[config.mk]
export PLATFORM = sky130hd
export DESIGN_NAME = jacobian_top
export DESIGN_NICKNAME = d
export VERILOG_FILES = /design/src/hdl/jacobian_pkg.sv /design/src/hdl/jacobian_seq.sv /design/src/hdl/mat_mult.sv /design/src/hdl/array_mult.sv /design/src/hdl/result_arbiter.sv /design/src/hdl/jacobian_top.sv
export VERILOG_INCLUDE_DIRS = /design/src /design/src/hdl
export SDC_FILE = /design/constraint.sdc
export NUM_CORES = 2
export LEC_CHECK = 0
export ABC_AREA = 0
export BUFFER_PORTS_ARGS = -buffer_cell sky130_fd_sc_hd__buf_2
export CAP_MARGIN = 15
export CORE_UTILIZATION = 40
export DETAILED_ROUTE_END_ITERATION = 10
export HOLD_SLACK_MARGIN = 0.02
export SYNTH_ARGS = -nofsm -noshare
export SYNTH_HDL_FRONTEND = slang
export SYNTH_HIERARCHICAL = 1
export SYNTH_SLANG_ARGS = --single-unit
[constraint.sdc]
create_clock -name clk -period 21.1 [get_ports clk]
set_clock_uncertainty 0.2 [all_clocks]
set_input_delay 4.22 -clock clk [delete_from_list [all_inputs] [get_ports clk]]
set_output_delay 4.22 -clock clk [all_outputs]
set_load 0.005 [all_outputs]
[src/hdl/jacobian_consts.svh]
// Jacobian engine constants.
// Widths, matrix size, command FIFO depth and result credit count.
`ifndef JACOBIAN_CONSTS_SVH
`define JACOBIAN_CONSTS_SVH

// Signed operand element.
`define JAC_DATA_W 9

// Result element, three 18-bit products summed.
`define JAC_ACC_W 20

// Matrix dimension.
`define JAC_N 3

// Command tag width.
`define JAC_TAG_W 4

// Sequencer FIFO depth, also the upstream command credits after reset.
`define JAC_CMD_DEPTH 2

// Result credits held after reset.
`define JAC_RES_CREDITS 2

`endif

[src/hdl/jacobian_pkg.sv]
// Jacobian engine types.
// Opcode, operand and result matrices, command, unit job and result words.
`include "jacobian_consts.svh"

package jacobian_pkg;

	// Selects the unit that runs a command.
	typedef enum logic {
		OP_MAT   = 1'b0,
		OP_ARRAY = 1'b1
	} op_e;

	// One signed operand element.
	typedef logic signed [`JAC_DATA_W-1:0] elem_t;

	// One signed result element.
	typedef logic signed [`JAC_ACC_W-1:0] acc_t;

	// Nine elements, row-major, index is row*N + col.
	typedef elem_t [`JAC_N*`JAC_N-1:0] mat_t;

	typedef acc_t [`JAC_N*`JAC_N-1:0] res_mat_t;

	// Command as sent by upstream.
	typedef struct packed {
		logic [`JAC_TAG_W-1:0] tag;
		op_e                   op;
		mat_t                  a;
		mat_t                  b;
	} cmd_t;

	// Work item for one multiplier unit.
	// The port it arrives on implies the unit.
	typedef struct packed {
		logic [`JAC_TAG_W-1:0] tag;
		mat_t                  a;
		mat_t                  b;
	} job_t;

	// Finished result, tagged with its command.
	typedef struct packed {
		logic [`JAC_TAG_W-1:0] tag;
		op_e                   op;
		res_mat_t              c;
	} res_t;

endpackage

[src/hdl/jacobian_seq.sv]
// Command sequencer.
// Buffers commands, returns credits upstream and dispatches jobs by opcode.
`timescale 1ns/1ps
`include "jacobian_consts.svh"

module jacobian_seq (
	input  logic                clk,
	input  logic                rst_n,
	input  logic                cmd_valid,
	input  jacobian_pkg::cmd_t  cmd,
	output logic                cmd_credit,
	output logic                mat_valid,
	input  logic                mat_ready,
	output jacobian_pkg::job_t  mat_job,
	output logic                arr_valid,
	input  logic                arr_ready,
	output jacobian_pkg::job_t  arr_job
);
	import jacobian_pkg::*;

	localparam int PTR_W = $clog2(`JAC_CMD_DEPTH);
	localparam int CNT_W = $clog2(`JAC_CMD_DEPTH + 1);

	cmd_t             fifo [`JAC_CMD_DEPTH];
	logic [PTR_W-1:0] wr_ptr;
	logic [PTR_W-1:0] rd_ptr;
	logic [CNT_W-1:0] count;
	logic             push;
	logic             pop;
	cmd_t             head;
	job_t             head_job;

	// Upstream only sends while it holds a credit, so a push never overflows.
	assign push = cmd_valid;
	assign head = fifo[rd_ptr];

	assign head_job = '{tag: head.tag, a: head.a, b: head.b};
	assign mat_job  = head_job;
	assign arr_job  = head_job;

	// The head waits for its own unit; later entries queue behind it.
	assign mat_valid = (count != '0) && (head.op == OP_MAT);
	assign arr_valid = (count != '0) && (head.op == OP_ARRAY);

	assign pop        = (mat_valid && mat_ready) || (arr_valid && arr_ready);
	assign cmd_credit = pop;

	always_ff @(posedge clk or negedge rst_n) begin
		if (!rst_n) begin
			wr_ptr <= '0;
			rd_ptr <= '0;
			count  <= '0;
		end else begin
			if (push) begin
				if (wr_ptr == PTR_W'(`JAC_CMD_DEPTH - 1))
					wr_ptr <= '0;
				else
					wr_ptr <= wr_ptr + 1'b1;
			end
			if (pop) begin
				if (rd_ptr == PTR_W'(`JAC_CMD_DEPTH - 1))
					rd_ptr <= '0;
				else
					rd_ptr <= rd_ptr + 1'b1;
			end
			case ({push, pop})
				2'b10:   count <= count + 1'b1;
				2'b01:   count <= count - 1'b1;
				default: count <= count;
			endcase
		end
	end

	always_ff @(posedge clk) begin
		if (push)
			fifo[wr_ptr] <= cmd;
	end

endmodule

[src/hdl/mat_mult.sv]
// Sequential 3x3 matrix multiplier.
// Computes one dot product per cycle and holds the full result until taken.
`timescale 1ns/1ps
`include "jacobian_consts.svh"

module mat_mult (
	input  logic                clk,
	input  logic                rst_n,
	input  logic                job_valid,
	output logic                job_ready,
	input  jacobian_pkg::job_t  job,
	output logic                res_valid,
	input  logic                res_ready,
	output jacobian_pkg::res_t  res
);
	import jacobian_pkg::*;

	localparam int IDX_W = $clog2(`JAC_N);

	logic                         busy;
	logic [IDX_W-1:0]             row;
	logic [IDX_W-1:0]             col;
	logic [`JAC_TAG_W-1:0]        tag_q;
	mat_t                         a_q;
	mat_t                         b_q;
	res_mat_t                     c_q;
	logic signed [2*`JAC_DATA_W-1:0] prod [`JAC_N];
	acc_t                         dot;

	// Idle means neither computing nor holding an unaccepted result.
	assign job_ready = !busy && !res_valid;

	// Row of a times column of b.
	always_comb begin
		dot = '0;
		for (int k = 0; k < `JAC_N; k++) begin
			prod[k] = a_q[row*`JAC_N + k] * b_q[k*`JAC_N + col];
			dot     = dot + prod[k];
		end
	end

	always_ff @(posedge clk or negedge rst_n) begin
		if (!rst_n) begin
			busy      <= 1'b0;
			row       <= '0;
			col       <= '0;
			res_valid <= 1'b0;
		end else begin
			if (job_valid && job_ready) begin
				busy <= 1'b1;
				row  <= '0;
				col  <= '0;
			end else if (busy) begin
				if (col == IDX_W'(`JAC_N - 1)) begin
					col <= '0;
					row <= row + 1'b1;
					if (row == IDX_W'(`JAC_N - 1)) begin
						busy      <= 1'b0;
						res_valid <= 1'b1;
					end
				end else begin
					col <= col + 1'b1;
				end
			end else if (res_valid && res_ready) begin
				res_valid <= 1'b0;
			end
		end
	end

	always_ff @(posedge clk) begin
		if (job_valid && job_ready) begin
			tag_q <= job.tag;
			a_q   <= job.a;
			b_q   <= job.b;
		end
		if (busy)
			c_q[row*`JAC_N + col] <= dot;
	end

	assign res = '{tag: tag_q, op: OP_MAT, c: c_q};

endmodule

[src/hdl/array_mult.sv]
// Pipelined element-wise 3x3 multiplier.
// Products in the first stage, sign extension in the second.
`timescale 1ns/1ps
`include "jacobian_consts.svh"

module array_mult (
	input  logic                clk,
	input  logic                rst_n,
	input  logic                job_valid,
	output logic                job_ready,
	input  jacobian_pkg::job_t  job,
	output logic                res_valid,
	input  logic                res_ready,
	output jacobian_pkg::res_t  res
);
	import jacobian_pkg::*;

	localparam int PROD_W = 2*`JAC_DATA_W;

	logic                      advance;
	logic                      s1_valid;
	logic [`JAC_TAG_W-1:0]     s1_tag;
	logic signed [PROD_W-1:0]  s1_prod [`JAC_N*`JAC_N];
	logic                      s2_valid;
	logic [`JAC_TAG_W-1:0]     s2_tag;
	res_mat_t                  s2_c;

	// A full, unaccepted output stage freezes both stages.
	assign advance   = !s2_valid || res_ready;
	assign job_ready = advance;

	always_ff @(posedge clk or negedge rst_n) begin
		if (!rst_n) begin
			s1_valid <= 1'b0;
			s2_valid <= 1'b0;
		end else if (advance) begin
			s1_valid <= job_valid;
			s2_valid <= s1_valid;
		end
	end

	always_ff @(posedge clk) begin
		if (advance) begin
			s1_tag <= job.tag;
			s2_tag <= s1_tag;
			for (int k = 0; k < `JAC_N*`JAC_N; k++) begin
				s1_prod[k] <= job.a[k] * job.b[k];
				s2_c[k]    <= {{(`JAC_ACC_W - PROD_W){s1_prod[k][PROD_W-1]}}, s1_prod[k]};
			end
		end
	end

	assign res_valid = s2_valid;
	assign res       = '{tag: s2_tag, op: OP_ARRAY, c: s2_c};

endmodule

[src/hdl/result_arbiter.sv]
// Round-robin result arbiter.
// Merges both units onto one registered output under downstream credits.
`timescale 1ns/1ps
`include "jacobian_consts.svh"

module result_arbiter (
	input  logic                clk,
	input  logic                rst_n,
	input  logic                mat_res_valid,
	output logic                mat_res_ready,
	input  jacobian_pkg::res_t  mat_res,
	input  logic                arr_res_valid,
	output logic                arr_res_ready,
	input  jacobian_pkg::res_t  arr_res,
	output logic                res_valid,
	output jacobian_pkg::res_t  res,
	input  logic                res_credit
);

	localparam int CRED_W = $clog2(`JAC_RES_CREDITS + 1);

	logic [CRED_W-1:0] credits;
	logic              has_credit;
	logic              last_arr;
	logic              grant;

	assign has_credit = (credits != '0);

	// On a tie the unit that lost last time wins.
	assign mat_res_ready = has_credit && mat_res_valid && (!arr_res_valid || last_arr);
	assign arr_res_ready = has_credit && arr_res_valid && (!mat_res_valid || !last_arr);
	assign grant         = mat_res_ready || arr_res_ready;

	always_ff @(posedge clk or negedge rst_n) begin
		if (!rst_n) begin
			credits   <= CRED_W'(`JAC_RES_CREDITS);
			last_arr  <= 1'b0;
			res_valid <= 1'b0;
		end else begin
			res_valid <= grant;
			if (grant)
				last_arr <= arr_res_ready;
			// A credit is spent when the result is taken from its unit.
			case ({grant, res_credit})
				2'b10:   credits <= credits - 1'b1;
				2'b01:   credits <= credits + 1'b1;
				default: credits <= credits;
			endcase
		end
	end

	always_ff @(posedge clk) begin
		if (mat_res_ready)
			res <= mat_res;
		else if (arr_res_ready)
			res <= arr_res;
	end

endmodule

[src/hdl/jacobian_top.sv]
// Jacobian product engine top level.
// Sequencer feeds the two multiplier units, the arbiter merges their results.
`timescale 1ns/1ps

module jacobian_top (
	input  logic                clk,
	input  logic                rst_n,
	input  logic                cmd_valid,
	input  jacobian_pkg::cmd_t  cmd,
	output logic                cmd_credit,
	output logic                res_valid,
	output jacobian_pkg::res_t  res,
	input  logic                res_credit
);
	import jacobian_pkg::*;

	logic mat_valid;
	logic mat_ready;
	job_t mat_job;
	logic arr_valid;
	logic arr_ready;
	job_t arr_job;

	logic mat_res_valid;
	logic mat_res_ready;
	res_t mat_res;
	logic arr_res_valid;
	logic arr_res_ready;
	res_t arr_res;

	jacobian_seq jacobian_seq_i (
		.clk        (clk),
		.rst_n      (rst_n),
		.cmd_valid  (cmd_valid),
		.cmd        (cmd),
		.cmd_credit (cmd_credit),
		.mat_valid  (mat_valid),
		.mat_ready  (mat_ready),
		.mat_job    (mat_job),
		.arr_valid  (arr_valid),
		.arr_ready  (arr_ready),
		.arr_job    (arr_job)
	);

	mat_mult mat_mult_i (
		.clk       (clk),
		.rst_n     (rst_n),
		.job_valid (mat_valid),
		.job_ready (mat_ready),
		.job       (mat_job),
		.res_valid (mat_res_valid),
		.res_ready (mat_res_ready),
		.res       (mat_res)
	);

	array_mult array_mult_i (
		.clk       (clk),
		.rst_n     (rst_n),
		.job_valid (arr_valid),
		.job_ready (arr_ready),
		.job       (arr_job),
		.res_valid (arr_res_valid),
		.res_ready (arr_res_ready),
		.res       (arr_res)
	);

	result_arbiter result_arbiter_i (
		.clk           (clk),
		.rst_n         (rst_n),
		.mat_res_valid (mat_res_valid),
		.mat_res_ready (mat_res_ready),
		.mat_res       (mat_res),
		.arr_res_valid (arr_res_valid),
		.arr_res_ready (arr_res_ready),
		.arr_res       (arr_res),
		.res_valid     (res_valid),
		.res           (res),
		.res_credit    (res_credit)
	);

endmodule

# Word-level counts from Yosys, hierarchy flattened

Memory sizes are Yosys's and may differ from the RTL's. A register that Yosys moved wholly into a read port is not among the register bits.
Index checks and enable logic that the tools add are counted.

Logic and storage cells: 170
Output and inout bits: 187
Memories kept: 2
Register bits after elaboration: 555
ROM bits: 0
Memory bits (writable): 496
Latch bits: 0
Input bits: 171

Bitwise gates (word level): 2
$add $sub $neg: 15
Div/mod/pow operators: 0
Shift-type cells: 0
Magnitude comparators: 8
Eq/ne operators: 8
Muxes and demuxes: 39
Reduce and logical (&&, ||, !) cells: 30
$mul: 13

Memories:

| memory               | words | width | rd ports | clocked after memory_dff | write ports | line               | RTL |
|---|---|---|---|---|---|---|---|
| jacobian_seq_i.fifo  | 2     | 167   | 1        | 0                        | 1           | jacobian_seq.sv:24 | `` cmd_t fifo [`JAC_CMD_DEPTH]; `` |
| array_mult_i.s1_prod | 9     | 18    | 9        | 9                        | 9           | array_mult.sv:23   | `` logic signed [PROD_W-1:0] s1_prod [`JAC_N*`JAC_N]; `` |

Operator list:

| cell                | count |
|---|---|
| $mux 185            | 2 |
| $mul 9x9->18        | 12 |
| $bmux 9 s4          | 5 |
| $bwmux 180          | 1 |
| $lt 32x5->1 const B | 5 |
| $demux 20 s4        | 1 |
| $mux 9              | 6 |
| $ge 32x1->1 const B | 1 |
| $add 19x18->20      | 1 |
| $mux 20             | 1 |
| $add 18x18->19      | 1 |
| $bmux 9 s2          | 1 |
| $reduce_bool 2->1   | 8 |
| $mux 1              | 14 |
| $mux 2              | 6 |
| $logic_and 1x1->1   | 11 |
| $add 2x1->2 const B | 4 |
| $eq 2x2->1 const B  | 4 |
| $pmux 2 s2          | 2 |
| $add 4x1->5 const B | 1 |
| $add 4x2->5         | 1 |
| $add 4x2->5 const B | 1 |
| $logic_or 1x1->1    | 5 |
| $lt 2x5->1 const B  | 1 |
| 12 further kinds    | 20 |

# Longest topological paths before layout

Depth in word-level cells: 8
Depth in mapped cells: 35
Gate-level depth less buffers: 30

# Modules after synthesis

Netlist, hierarchy kept.

Modules (own cells, without submodules):

| module         | area each (um^2) | sequential area each (um^2) | times used | cells each |
|---|---|---|---|---|
| array_mult     | 36804.0          | 10019.6                     | 1          | 3235 |
| mat_mult       | 23359.9          | 10540.1                     | 1          | 1717 |
| jacobian_seq   | 13575.5          | 10129.7                     | 1          | 708 |
| result_arbiter | 8025.2           | 5656.7                      | 1          | 408 |

# Least setup slack after synthesis

No wires, ideal clock.

Path kind: reg-to-output
From: register result_arbiter_i.credits[1]
To: output cmd_credit
Cell stages (with the launch flop): 6
Path slack: 7.134 ns
Path buffers: 0
Data arrival time: 9.546 ns
Required time: 16.680 ns
Path through: dfstp_2 > o21ai_0 > a21oi_1 > nand2b_1 > mux2i_1 > nor2_1

Cells in the longest elaborated chain, start to end: 6

RTL lines:

| item                           | line                 | RTL |
|---|---|---|
| start: declaration             | result_arbiter.sv:22 | `logic [CRED_W-1:0] credits;` |
| start signal: assignment       | result_arbiter.sv:36 | `` credits <= CRED_W'(`JAC_RES_CREDITS); `` |
| start signal: assignment       | result_arbiter.sv:45 | `2'b10: credits <= credits - 1'b1;` |
| start signal: assignment       | result_arbiter.sv:46 | `2'b01: credits <= credits + 1'b1;` |
| $reduce_bool 2->1              | result_arbiter.sv:27 | `assign has_credit = (credits != '0);` |
| $logic_and 1x1->1 (2 in a row) | result_arbiter.sv:31 | `assign arr_res_ready = has_credit && arr_res_valid && (!mat_res_valid \|\| !last_arr);` |
| via arr_res_ready              | jacobian_top.sv:28   | `logic arr_res_ready;` |
| $logic_or 1x1->1               | array_mult.sv:29     | `assign advance = !s2_valid \|\| res_ready;` |
| via arr_ready                  | jacobian_top.sv:21   | `logic arr_ready;` |
| $logic_and 1x1->1              | jacobian_seq.sv:45   | `assign pop = (mat_valid && mat_ready) \|\| (arr_valid && arr_ready);` |
| $logic_or 1x1->1               | jacobian_seq.sv:45   |  |
| end: declaration               | jacobian_top.sv:10   | `output logic cmd_credit,` |

The timed path passes the listed nets, and every way through them passes these cells.

# Final worst setup path

From: register mat_mult_i.row[0]
To: register mat_mult_i.c_q, in the netlist mat_mult_i/res[158], data pin

Cells in the longest elaborated chain, start to end: 8
Elaborated cells between the ends (all ways): 21
Classes of those cells: add/sub (5); mul (4); order compare (2); mux (9); reduce/logical (1)

RTL lines:

| item                           | line           | RTL |
|---|---|---|
| start: declaration             | mat_mult.sv:21 | `logic [IDX_W-1:0] row;` |
| start signal: assignment       | mat_mult.sv:56 | `row <= row + 1'b1;` |
| $mul 2x2->4 (no source line) * | n/a            |  |
| $add 4x1->5                    | mat_mult.sv:37 | `` prod[k] = a_q[row*`JAC_N + k] * b_q[k*`JAC_N + col]; `` |
| $bmux 9 s4                     | mat_mult.sv:37 |  |
| $mux 9                         | mat_mult.sv:37 |  |
| $mul 9x9->18                   | mat_mult.sv:37 |  |
| $add 18x18->19                 | mat_mult.sv:38 | `dot = dot + prod[k];` |
| $add 19x18->20 *               | mat_mult.sv:38 |  |
| via mat_mult_i.dot[18]         | mat_mult.sv:28 | `acc_t dot;` |
| $bwmux 180 *                   | mat_mult.sv:77 | `` c_q[row*`JAC_N + col] <= dot; `` |
| end signal: indexed assignment | mat_mult.sv:77 |  |
| end: declaration               | mat_mult.sv:26 | `res_mat_t c_q;` |

Mark *: on every way through the listed nets, which the timed path passes. The rest lies on a longest branch. The select of a mux whose other input is x is not followed.
A chain may end at the register's enable or synchronous reset.

==> impl_metrics.csv <==
group,metric,value,unit
detailed_routing,drt_pass1_iterations,5,
cells_and_area,drive_above_1_share,0.1534,
logic_synthesis,synth_nets,7603,
clocking,cts_root_buffer,"clkbuf_16",
floorplanning,ios,358,
detailed_routing,vias,46510,
run_status,status,"finished clean",
detailed_routing,drc,0,
setup_path,crit_fanout,57,
floorplanning,die-area,206200,um2
flow_run,cap_viol_max_count,0,
timing,finalSetupViolCount,0,
setup_path,arrival,11.32,ns
clocking,clkTransAtPathRegs,0.07,ns
clocking,h-tree-depth,4,
logic_synthesis,synth_seq_area_share,0.4445,
placement,hpwl,170800,um
setup_path,critPathTopFamily,"adder cells",
global_routing,antenna_found_initial,35,
clocking,cts_tree,"built",
placement,place.gp.congestion,0.9723,
clocking,clockBufferDepth,3,
setup_path,r2r_end,"mat_mult_i/res[158]",
setup_path,critPathRequiredTime,21.38,ns
setup_path,cp_num_buf_inv,7,
setup_path,reg2reg_setup_slack,10.06,ns
global_routing,grt_pass1_vias,48820,
timing,setup-tns-final,0,ns
floorplanning,start_util,0.4033,
floorplanning,die_h,454.1,um
detailed_routing,wl_per_cell,24.67,um
worst_hold_path,hp-class,"reg2reg",
global_routing,grt_max_degree,117,
timing,finalMaxSlewViolations,0,
detailed_routing,via_per_inst,5.114,
clocking,numClockSinks,1213,
global_routing,grt_pass1_wl,327900,um
setup_path,crit_path_start_kind,"flop",
setup_path,rr_startpoint,"mat_mult_i/row[0]",
logic_synthesis,synthFlopType,"edfxtp_1",
cells_and_area,multiInputGateArea,40020,um2
logic_synthesis,ys_top_cells_by_area,"edfxtp_1 (44%), fa_1 (22%), ha_1 (6.9%)",
logic_synthesis,ys_types,77,
global_routing,grt_usage,0.2209,
logic_synthesis,synth_seq_cells,1213,
floorplanning,die_w,454.1,um
clocking,cts_setup_buffers,0,
setup_path,rr_worst_depth,25,
timing,rsz0062_at_grt,"false",
setup_path,critPathSlowestCell,"xor2_4",
setup_path,worstSetupPathType,"reg2reg",
timing,fmax,90.55,MHz
logic_synthesis,avgSynthCellArea,13.47,um2
cells_and_area,postLayoutCoreUtil,0.4438,
cells_and_area,final_common_cell,"edfxtp_1",
logic_synthesis,synth.cell_area,81760,um2
cells_and_area,ff_latch_area,36350,um2
floorplanning,core_area,202700,um2
floorplanning,rows,165,
timing,max-slew-margin-rel,0.1358,
logic_synthesis,ys.warnings.count,6,
logic_synthesis,async_reset_ff_frac,0.01319,
timing,tightest_slew,1.296,ns
placement,place.port_buffers,357,
setup_path,cp_common_cell,"fa_1",
clocking,cts_buffers,135,
clocking,post_cts_resize_count,0,
timing,min_period,11.04,ns
cells_and_area,nets,7836,
worst_hold_path,whs_path_depth,0,
setup_path,end_kind,"flop",
cells_and_area,mostFrequentLayoutCells,"edfxtp_1 (1,197), fa_1 (914), inv_1 (909), nand2_1 (547), ha_1 (449)",
global_routing,grt_overflow,0,
timing,hold_viol,0,
timing,min_period_over_period,0.5234,
worst_hold_path,min-delay-start,"array_mult_i/s1_prod[0][155]",
setup_path,cpPeakStageDelay,0.72,ns
detailed_routing,drt-initial-drc-count,3684,
detailed_routing,drt_wl_total,224300,um
logic_synthesis,yosys.area.top_type,"edfxtp_1",
logic_synthesis,postSynthCellCount,6068,
cells_and_area,area_growth,10.04,%
detailed_routing,postRouteAntennaNets,0,
logic_synthesis,synth_top_area_frac,0.4396,
cells_and_area,fillCellCount,18380,
clocking,clock_latency,0.82,ns
worst_hold_path,hold_end,"array_mult_i/res[171]",
logic_synthesis,synth_edf_count,1197,
clocking,cts.hold.buffers_added,0,
## kinds of logic after synthesis
group,share of synthesized area
mux,0.06964
simple gates,0.07289
xor+xnor,0.02196
compound gates,0.02891
other cells,0.00009185
buf+inv,0.06935
fa+ha+maj,0.2926
flops,0.4445
## per-stage QoR
step	hold WS, ns	setup slack (ns)	instances	area, um2
after CTS	0.2060	10.08	9077	89920
after floorplan	0.2003	7.134	6068	81760
after global routing	0.2188	9.545	9082	89950
after detailed placement	0.2045	10.16	8834	85420
final	0.2095	10.06	9095	89980
after global placement	0.2009	10.10	8831	85380
## routing by layer
metal,routed length (um),GRT usage
met5,50,0
met1,91490,0.2849
met3,12880,0.03811
met4,8811,0.08446
met2,111100,0.3709
## worst max-delay path by stage
stage	end	start	slack (ns)	cells after the start
after floorplan	cmd_credit	result_arbiter_i/credits[1]	7.13	5
after global placement	mat_mult_i/res[133]	mat_mult_i/row[0]	10.10	30
after detailed placement	mat_mult_i/res[58]	mat_mult_i/row[0]	10.16	25
after CTS	mat_mult_i/res[178]	mat_mult_i/row[0]	10.08	25
after global routing	mat_mult_i/res[178]	mat_mult_i/row[0]	9.55	25
final	mat_mult_i/res[158]	mat_mult_i/row[0]	10.06	25
## cells in the mapped netlist, types with 6 or more instances
master    number
a211o_1       11
a211oi_1      21
a21o_1        30
a21oi_1       95
a31oi_1       19
and2_1       349
buf_2         25
buf_4        192
buf_6         33
clkbuf_1      66
dfrtp_1       15
edfxtp_1    1197
fa_1         914
ha_1         450
inv_1        910
mux2_1       121
mux2_2       246
mux2i_1       52
mux4_2        44
nand2_1      547
nand2b_1      45
nand3_1       10
nand4_1        7
nor2_1       139
nor2b_1       97
nor3_1        17
o211ai_1       8
o21a_1        13
o21ai_0       66
o21ai_1        8
o21ai_2        6
o21bai_1      17
o31ai_1        6
xnor2_1      144
xor2_1        61
## sequential cells by signal, indices dropped and copies added (netlist names), 2 cells and up
signal,flops
jacobian_seq_i/count,2
mat_mult_i/a_q,81
mat_mult_i/row,2
mat_mult_i/col,2
mat_mult_i/tag_q,4
array_mult_i/s1_tag,4
jacobian_seq_i/fifo,334
array_mult_i/s2_tag,4
mat_mult_i/res,180
result_arbiter_i/res,185
mat_mult_i/b_q,81
array_mult_i/res,162
result_arbiter_i/credits,2
array_mult_i/s1_prod,162
## area by class of cell
| type | instances | area share |
|---|---|---|
| Antenna cell | 16 | 0.0004450 |
| Clock buffer | 167 | 0.03970 |
| Tap cell | 2672 | 0.03716 |
| Sequential cell | 1213 | 0.4040 |
| Clock inverter | 76 | 0.01036 |
| Timing Repair Buffer | 418 | 0.02525 |
| Multi-Input combinational cell | 3618 | 0.4448 |
| Inverter | 915 | 0.03825 |
Power is not shown: default switching activity piles up to over one toggle a cycle in this logic, so the estimate is an artifact.
